File: src/source/id_ctrl_pkg.sv
`default_nettype none

package id_ctrl_pkg;

    typedef logic [7:0] aluop_t;  // operation inside the execute unit
    typedef logic [2:0] alusel_t; // which result the execute stage returns

    localparam aluop_t ALUOP_NOP = 8'b00000000;
    localparam aluop_t ALUOP_OR  = 8'b00100101;
    localparam aluop_t ALUOP_AND = 8'b00100100;
    localparam aluop_t ALUOP_XOR = 8'b00100110;
    localparam aluop_t ALUOP_NOR = 8'b00100111;
    localparam aluop_t ALUOP_SLL = 8'b01111100;
    localparam aluop_t ALUOP_SRL = 8'b00000010;
    localparam aluop_t ALUOP_SRA = 8'b00000011;

    localparam alusel_t SEL_NOP   = 3'b000;
    localparam alusel_t SEL_LOGIC = 3'b001;
    localparam alusel_t SEL_SHIFT = 3'b010;

endpackage

`default_nettype wire

File: src/source/mips_isa_pkg.sv
`default_nettype none

package mips_isa_pkg;

    localparam int WORD_W     = 32; // data word and instruction
    localparam int HALF_W     = 16; // immediate field
    localparam int REG_ADDR_W = 5;
    localparam int OPCODE_W   = 6;
    localparam int FUNCT_W    = 6;
    localparam int SHAMT_W    = 5;

    typedef logic [WORD_W-1:0]     word_t;
    typedef logic [REG_ADDR_W-1:0] reg_addr_t;
    typedef logic [OPCODE_W-1:0]   opcode_t;
    typedef logic [FUNCT_W-1:0]    funct_t;
    typedef logic [SHAMT_W-1:0]    shamt_t;

    localparam reg_addr_t NOP_REG   = '0; // $zero
    localparam word_t     ZERO_WORD = '0;

    // primary opcodes
    localparam opcode_t OP_SPECIAL = 6'b000000; // R-type group
    localparam opcode_t OP_ANDI    = 6'b001100;
    localparam opcode_t OP_ORI     = 6'b001101;
    localparam opcode_t OP_XORI    = 6'b001110;
    localparam opcode_t OP_LUI     = 6'b001111;

    // function codes of the SPECIAL group
    localparam funct_t FN_SLL  = 6'b000000; // shift by shamt
    localparam funct_t FN_SRL  = 6'b000010;
    localparam funct_t FN_SRA  = 6'b000011;
    localparam funct_t FN_SLLV = 6'b000100; // shift by rs
    localparam funct_t FN_SRLV = 6'b000110;
    localparam funct_t FN_SRAV = 6'b000111;
    localparam funct_t FN_AND  = 6'b100100;
    localparam funct_t FN_OR   = 6'b100101;
    localparam funct_t FN_XOR  = 6'b100110;
    localparam funct_t FN_NOR  = 6'b100111;

endpackage

`default_nettype wire

File: src/source/id_ifs.sv
`timescale 1ns/1ps
`default_nettype none

// bypass results from the execute and memory stages
interface fwd_if import mips_isa_pkg::*; ();
    logic      ex_wreg;  // execute writes a register
    reg_addr_t ex_wd;
    word_t     ex_wdata;
    logic      mem_wreg; // memory stage writes a register
    reg_addr_t mem_wd;
    word_t     mem_wdata;

    modport src  (output ex_wreg, ex_wd, ex_wdata, mem_wreg, mem_wd, mem_wdata);
    modport sink (input  ex_wreg, ex_wd, ex_wdata, mem_wreg, mem_wd, mem_wdata);
endinterface

// decoded control of one instruction
interface dec_if import mips_isa_pkg::*; import id_ctrl_pkg::*; ();
    aluop_t    aluop;
    alusel_t   alusel;
    logic      wreg;       // result goes to wd
    reg_addr_t wd;
    logic      reg1_read;
    logic      reg2_read;
    reg_addr_t reg1_addr;
    reg_addr_t reg2_addr;
    word_t     imm;        // stands in for an unread port
    logic      inst_valid;

    modport ctrl (output aluop, alusel, wreg, wd, reg1_read, reg2_read,
                  reg1_addr, reg2_addr, imm, inst_valid);
    modport user (input  aluop, alusel, wreg, wd, reg1_read, reg2_read,
                  reg1_addr, reg2_addr, imm, inst_valid);
endinterface

`default_nettype wire

File: src/source/id_decoder.sv
`timescale 1ns/1ps
`default_nettype none

module id_decoder
    import mips_isa_pkg::*;
    import id_ctrl_pkg::*;
(
    input  logic  rst_n_i,
    input  word_t inst_i,
    dec_if.ctrl   dec_o
);

    opcode_t           op;
    reg_addr_t         rs;
    reg_addr_t         rt;
    reg_addr_t         rd;
    shamt_t            shamt;
    funct_t            funct;
    logic [HALF_W-1:0] imm16;
    logic              r_hit; // known R-type logic or variable shift

    assign op    = inst_i[31:26];
    assign rs    = inst_i[25:21];
    assign rt    = inst_i[20:16];
    assign rd    = inst_i[15:11];
    assign shamt = inst_i[10:6];
    assign funct = inst_i[5:0];
    assign imm16 = inst_i[15:0];

    always_comb begin
        dec_o.aluop      = ALUOP_NOP;
        dec_o.alusel     = SEL_NOP;
        dec_o.wreg       = 1'b0;
        dec_o.wd         = NOP_REG;
        dec_o.reg1_read  = 1'b0;
        dec_o.reg2_read  = 1'b0;
        dec_o.reg1_addr  = NOP_REG;
        dec_o.reg2_addr  = NOP_REG;
        dec_o.imm        = ZERO_WORD;
        dec_o.inst_valid = 1'b0;
        r_hit            = 1'b0;

        if (rst_n_i) begin
            dec_o.wd        = rd;
            dec_o.reg1_addr = rs;
            dec_o.reg2_addr = rt;

            case (op)
                OP_SPECIAL: begin
                    if (shamt == '0) begin
                        r_hit = 1'b1;
                        case (funct)
                            FN_OR: begin
                                dec_o.aluop  = ALUOP_OR;
                                dec_o.alusel = SEL_LOGIC;
                            end
                            FN_AND: begin
                                dec_o.aluop  = ALUOP_AND;
                                dec_o.alusel = SEL_LOGIC;
                            end
                            FN_XOR: begin
                                dec_o.aluop  = ALUOP_XOR;
                                dec_o.alusel = SEL_LOGIC;
                            end
                            FN_NOR: begin
                                dec_o.aluop  = ALUOP_NOR;
                                dec_o.alusel = SEL_LOGIC;
                            end
                            FN_SLLV: begin
                                dec_o.aluop  = ALUOP_SLL;
                                dec_o.alusel = SEL_SHIFT;
                            end
                            FN_SRLV: begin
                                dec_o.aluop  = ALUOP_SRL;
                                dec_o.alusel = SEL_SHIFT;
                            end
                            FN_SRAV: begin
                                dec_o.aluop  = ALUOP_SRA;
                                dec_o.alusel = SEL_SHIFT;
                            end
                            default: r_hit = 1'b0;
                        endcase
                    end
                    if (r_hit) begin
                        dec_o.wreg       = 1'b1; // writes rd
                        dec_o.reg1_read  = 1'b1;
                        dec_o.reg2_read  = 1'b1;
                        dec_o.inst_valid = 1'b1;
                    end
                end
                OP_ANDI, OP_ORI, OP_XORI, OP_LUI: begin
                    dec_o.alusel     = SEL_LOGIC;
                    dec_o.wreg       = 1'b1;
                    dec_o.wd         = rt;
                    dec_o.reg1_read  = 1'b1; // rs only, imm replaces port 2
                    dec_o.inst_valid = 1'b1;
                    dec_o.imm        = {{HALF_W{1'b0}}, imm16}; // zero extended
                    case (op)
                        OP_ANDI: dec_o.aluop = ALUOP_AND;
                        OP_XORI: dec_o.aluop = ALUOP_XOR;
                        OP_LUI: begin
                            dec_o.aluop = ALUOP_OR; // rs | (imm << 16)
                            dec_o.imm   = {imm16, {HALF_W{1'b0}}};
                        end
                        default: dec_o.aluop = ALUOP_OR;
                    endcase
                end
                default: ;
            endcase

            // constant shifts, rs field must be zero as well
            if (inst_i[31:21] == '0) begin
                if (funct == FN_SLL || funct == FN_SRL || funct == FN_SRA) begin
                    dec_o.alusel     = SEL_SHIFT;
                    dec_o.wreg       = 1'b1;
                    dec_o.wd         = rd;
                    dec_o.reg1_read  = 1'b0;
                    dec_o.reg2_read  = 1'b1;
                    dec_o.imm        = {{(WORD_W-SHAMT_W){1'b0}}, shamt};
                    dec_o.inst_valid = 1'b1;
                    if (funct == FN_SLL) dec_o.aluop = ALUOP_SLL;
                    else if (funct == FN_SRL) dec_o.aluop = ALUOP_SRL;
                    else dec_o.aluop = ALUOP_SRA;
                end
            end
        end
    end

endmodule

`default_nettype wire

File: src/source/id_ex_reg.sv
`timescale 1ns/1ps
`default_nettype none

module id_ex_reg
    import mips_isa_pkg::*;
    import id_ctrl_pkg::*;
(
    input  logic      clk,
    input  logic      rst_n_i,
    dec_if.user       dec_i,
    input  word_t     reg1_i,
    input  word_t     reg2_i,
    output aluop_t    ex_aluop_o,
    output alusel_t   ex_alusel_o,
    output word_t     ex_reg1_o,
    output word_t     ex_reg2_o,
    output reg_addr_t ex_wd_o,
    output logic      ex_wreg_o,
    output logic      ex_inst_valid_o
);

    always_ff @(posedge clk) begin
        if (!rst_n_i) begin
            // bubble into execute
            ex_aluop_o      <= ALUOP_NOP;
            ex_alusel_o     <= SEL_NOP;
            ex_reg1_o       <= ZERO_WORD;
            ex_reg2_o       <= ZERO_WORD;
            ex_wd_o         <= NOP_REG;
            ex_wreg_o       <= 1'b0;
            ex_inst_valid_o <= 1'b0;
        end else begin
            ex_aluop_o      <= dec_i.aluop;
            ex_alusel_o     <= dec_i.alusel;
            ex_reg1_o       <= reg1_i;
            ex_reg2_o       <= reg2_i;
            ex_wd_o         <= dec_i.wd;
            ex_wreg_o       <= dec_i.wreg;
            ex_inst_valid_o <= dec_i.inst_valid;
        end
    end

endmodule

`default_nettype wire

File: src/source/id_stage.sv
`timescale 1ns/1ps
`default_nettype none

module id_stage
    import mips_isa_pkg::*;
    import id_ctrl_pkg::*;
(
    input  logic      clk,
    input  logic      rst_n_i,
    input  word_t     inst_i,
    input  word_t     reg1_data_i,     // register file port 1
    input  word_t     reg2_data_i,     // register file port 2
    input  logic      ex_wreg_i,
    input  reg_addr_t ex_wd_i,
    input  word_t     ex_wdata_i,
    input  logic      mem_wreg_i,
    input  reg_addr_t mem_wd_i,
    input  word_t     mem_wdata_i,
    output logic      reg1_read_o,
    output logic      reg2_read_o,
    output reg_addr_t reg1_addr_o,
    output reg_addr_t reg2_addr_o,
    output aluop_t    ex_aluop_o,
    output alusel_t   ex_alusel_o,
    output word_t     ex_reg1_o,
    output word_t     ex_reg2_o,
    output reg_addr_t ex_wd_o,
    output logic      ex_wreg_o,
    output logic      ex_inst_valid_o
);

    fwd_if fwd ();
    dec_if dec ();

    word_t reg1;
    word_t reg2;

    assign fwd.ex_wreg   = ex_wreg_i;
    assign fwd.ex_wd     = ex_wd_i;
    assign fwd.ex_wdata  = ex_wdata_i;
    assign fwd.mem_wreg  = mem_wreg_i;
    assign fwd.mem_wd    = mem_wd_i;
    assign fwd.mem_wdata = mem_wdata_i;

    assign reg1_read_o = dec.reg1_read;
    assign reg2_read_o = dec.reg2_read;
    assign reg1_addr_o = dec.reg1_addr;
    assign reg2_addr_o = dec.reg2_addr;

    id_decoder u_dec (
        .rst_n_i (rst_n_i),
        .inst_i  (inst_i),
        .dec_o   (dec)
    );

    operand_fwd u_fwd1 (
        .read_en_i (dec.reg1_read),
        .addr_i    (dec.reg1_addr),
        .rf_data_i (reg1_data_i),
        .imm_i     (dec.imm),
        .fwd_i     (fwd),
        .operand_o (reg1)
    );

    operand_fwd u_fwd2 (
        .read_en_i (dec.reg2_read),
        .addr_i    (dec.reg2_addr),
        .rf_data_i (reg2_data_i),
        .imm_i     (dec.imm),
        .fwd_i     (fwd),
        .operand_o (reg2)
    );

    id_ex_reg u_idex (
        .clk             (clk),
        .rst_n_i         (rst_n_i),
        .dec_i           (dec),
        .reg1_i          (reg1),
        .reg2_i          (reg2),
        .ex_aluop_o      (ex_aluop_o),
        .ex_alusel_o     (ex_alusel_o),
        .ex_reg1_o       (ex_reg1_o),
        .ex_reg2_o       (ex_reg2_o),
        .ex_wd_o         (ex_wd_o),
        .ex_wreg_o       (ex_wreg_o),
        .ex_inst_valid_o (ex_inst_valid_o)
    );

endmodule

`default_nettype wire

File: src/source/operand_fwd.sv
`timescale 1ns/1ps
`default_nettype none

module operand_fwd
    import mips_isa_pkg::*;
(
    input  logic      read_en_i,
    input  reg_addr_t addr_i,
    input  word_t     rf_data_i,
    input  word_t     imm_i,
    fwd_if.sink       fwd_i,
    output word_t     operand_o
);

    logic ex_hit;
    logic mem_hit;

    // youngest result wins, $zero is not special here
    assign ex_hit  = fwd_i.ex_wreg && (fwd_i.ex_wd == addr_i);
    assign mem_hit = fwd_i.mem_wreg && (fwd_i.mem_wd == addr_i);

    always_comb begin
        if (!read_en_i) begin
            operand_o = imm_i; // port unused, take immediate
        end else if (ex_hit) begin
            operand_o = fwd_i.ex_wdata;
        end else if (mem_hit) begin
            operand_o = fwd_i.mem_wdata;
        end else begin
            operand_o = rf_data_i;
        end
    end

endmodule

`default_nettype wire
File: config.mk
export PLATFORM = sky130hd
export DESIGN_NAME = id_stage
export DESIGN_NICKNAME = d
export VERILOG_FILES = /design/src/source/id_ctrl_pkg.sv /design/src/source/mips_isa_pkg.sv /design/src/source/id_ifs.sv /design/src/source/id_decoder.sv /design/src/source/id_ex_reg.sv /design/src/source/id_stage.sv /design/src/source/operand_fwd.sv
export SDC_FILE = /design/constraint.sdc
export NUM_CORES = 1
export LEC_CHECK = 0
export BUFFER_PORTS_ARGS = -buffer_cell sky130_fd_sc_hd__buf_2
export CAP_MARGIN = 25
export CORE_MARGIN = 1.5
export CORE_UTILIZATION = 40
export DETAILED_ROUTE_END_ITERATION = 8
export PLACE_DENSITY = 0.71
export SLEW_MARGIN = 15
export SYNTH_ARGS = -nofsm -noshare
export SYNTH_HDL_FRONTEND = slang
export SYNTH_HIERARCHICAL = 1
export SYNTH_SLANG_ARGS = --single-unit
File: constraint.sdc
create_clock -name clk -period 4.5 [get_ports clk]
set_input_delay 1.35 -clock clk [delete_from_list [all_inputs] [get_ports clk]]
set_output_delay 1.35 -clock clk [all_outputs]
set_load 0.05 [all_outputs]
==> flow_summary.yaml <==
run_status:
  status: "complete, no violations"
sta:
  fin_tns_setup_ns: 0
  min_period_ns: 4.28
  worst_slew_pin_slew_ns: 0.807
  finalHoldViolCount: 0
  relSlewSlack_pct: 46.2
  timing.fmax_mhz: 233
  final_max_slew_viol_count: 0
  period_share_pct: 95.2
  holdWs_ns: 1.37
  setup_viol: 0
  rsz0062_at_grt: "no"
power_and_ir_drop:
  ir_drop_v: 0.000137
  leakage_nw: 3.29
  p_total_w: 0.00178
  powerDensity_nw_per_um2: 247
cells_and_area:
  diodes: 0
  drive_above_1_share_pct: 51.7
  final_nets: 1025
  utilization_pct: 52.2
  syn2layout_area_growth_pct: 28.3
  fillCellCount: 1308
  layout_common_cells: "267 x buf_2, 82 x and2_2, 82 x dfxtp_1, 64 x mux2i_1, 41 x inv_1"
  final_common_cell: "buf_2"
yosys:
  netlist-cell-type-count: 50
  synth_largest_area_cell: "dfxtp_1"
  synthFlopType: "dfxtp_1"
  ys.warnings.count: 6
  synth_seq_cells: 82
  syn_area_sq_um: 5620
  syn-instance-count: 611
  synth-async-reset-ratio_pct: 0
  synth_edf_count: 0
  yosys.area.top_type_share_pct: 29.2
  netlist_top_cells_area: "dfxtp_1 29%, mux2i_1 11%, and2_2 11%"
  postSynthAreaPerCell_sq_um: 9.20
  yosysSeqAreaShare_pct: 29.2
worst_setup_path:
  cp_slowest_cell: "nor4b_1"
  cp.arrival_ns: 2.93
  crit_chain: "buf_2, nor4b_1, buf_4, and4_2, a21oi_1, a211oi_4, buf_2"
  cp-start-kind: "primary input"
  path_delay_family: "buffers and inverters"
  endpoint_kind: "output pin"
  cp_slowest_stage_delay_ns: 0.36
  cp.required_ns: 3.15
  criticalPathCategory: "in -> out"
  crit_top_cell: "buf_2"
  path_buf_inv: 3
  crit_path_max_fanout: 4
clock_network:
  cts_hold_buf: 0
  cts_root_buf: "clkbuf_16"
  clk_path_buf_depth: 2
  cts.reportedPaths.clkPinSlew_ns: 0.06
  htreeDepth: 3
  cts.sinks: 82
  tritoncts: "yes"
  numCtsBuffers: 9
  post_cts_buffers: 0
  cts_resized: 0
global_route:
  antenna_found_initial: 0
  grt_overflow_total: 0
  grt_pass1_wl_um: 26300
  grt_pass1_vias: 5005
  top_usage_layer: "met2"
  grtUsageMet3_pct: 3.93
  grt_usage_pct: 23.4
  grtUsageMet1_pct: 28.3
  grt_max_degree: 67
  grtUsageMet2_pct: 42.0
routing:
  ant_nets: 0
  wl_per_cell_um: 17.0
  drcViolationCount: 0
  wl_um: 17600
  drtPass1Iterations: 4
  drt_first_iter_violations: 440
  routed-via-count: 5303
  avgViaCountPerCell: 5.12
floorplanning:
  rows: 43
  core_sq_um: 13800
  initial_core_util_pct: 40.7
  die_h_um: 122
  die_w_um: 122
  die_area_sq_um: 14800
  ioPinCount: 268
placement:
  dpl.hpwl_um: 13500
  gp_congestion: 0.891
  port_buffers: 267
run:
  maxCapViolCount: 0
hold_path:
  worst_hold_path_type: "in -> reg"
[Yosys cell counts (6+ instances only)]
master,instances
and3_1,17
and2_1,26
buf_4,7
clkbuf_2,11
o21ai_2,8
xor2_1,16
and2_2,82
a21oi_1,10
a31oi_1,24
clkbuf_1,12
mux2i_1,64
buf_12,6
nand2_1,14
dfxtp_1,82
nor2b_1,25
nor2_1,7
inv_1,41
buf_2,14
o21ai_1,16
o221ai_2,36
nand3_1,40
[per-stage QoR]
stage / instances / worst slack, ns / area, sq um
after floorplan: 612 / 0.236 / 5630
after global placement: 1020 / 0.256 / 6910
after detailed placement: 1020 / 0.251 / 6910
after CTS: 1035 / 0.235 / 7220
after global routing: 1035 / 0.100 / 7220
final: 1035 / 0.216 / 7220
[cell families (layout without fill, tap and decap cells)]
group	after synthesis	after routing	synth area share [%]
muxes	64	64	11.4
DFF	82	82	29.2
buffers and inverters	100	343	10.8
AOI/OAI and AO/OA	111	111	18.4
and+or+nand+nor	233	233	27.1
other	1	2	0.0667
xor gates and xnor gates	20	20	3.11
[tightest hold or removal path: cells and delay by family]
kind                   cells  cell delay, ns
AOI/OAI and AO/OA          2            0.11
buffers and inverters      1            0.09
and+or+nand+nor            1            0.13
[path summary, 6_finish.rpt]
kind                  startpoint                    to  slack [ns]  depth (start not counted)
setup / recovery       inst_i[7]           reg2_read_o        0.22                          7
hold / removal    ex_wdata_i[30]  u_idex/ex_reg2_o[30]        1.37                          4
[cell type report]
cell class	count	area, sq um	area share [%]
repair buffers	286	1480	20.5
clock buffers	13	270	3.74
clock inverters	2	35.0	0.485
multi-input cells	430	3410	47.2
inverters	42	158	2.18
flip-flops and latches	82	1640	22.7
well taps	180	225	3.12
[power breakdown]
group,internal [W],leakage (nW),switching [W]
logic,0.000111,2.48,0.000166
clock network,0.000472,0.152,0.000299
registers,0.000733,0.662,0.00000164
total,0.00132,3.29,0.000466
[state kept, by name (all words and copies together) (netlist names)]
name,flops
u_idex/ex_reg1_o,32
u_idex/ex_reg2_o,32
u_idex/ex_aluop_o,8
u_idex/ex_wd_o,5
u_idex/ex_alusel_o,3
u_idex/ex_inst_valid_o,1
u_idex/ex_wreg_o,1
[routing by layer]
metal / up-vias / share of wire [%]
met3: 21 / 5.2
li1: 2615 / -
met4: 0 / 1.7
met5: - / 0
met2: 194 / 51
met1: 2473 / 42
No activity file was read; power rests on OpenSTA's default activity.
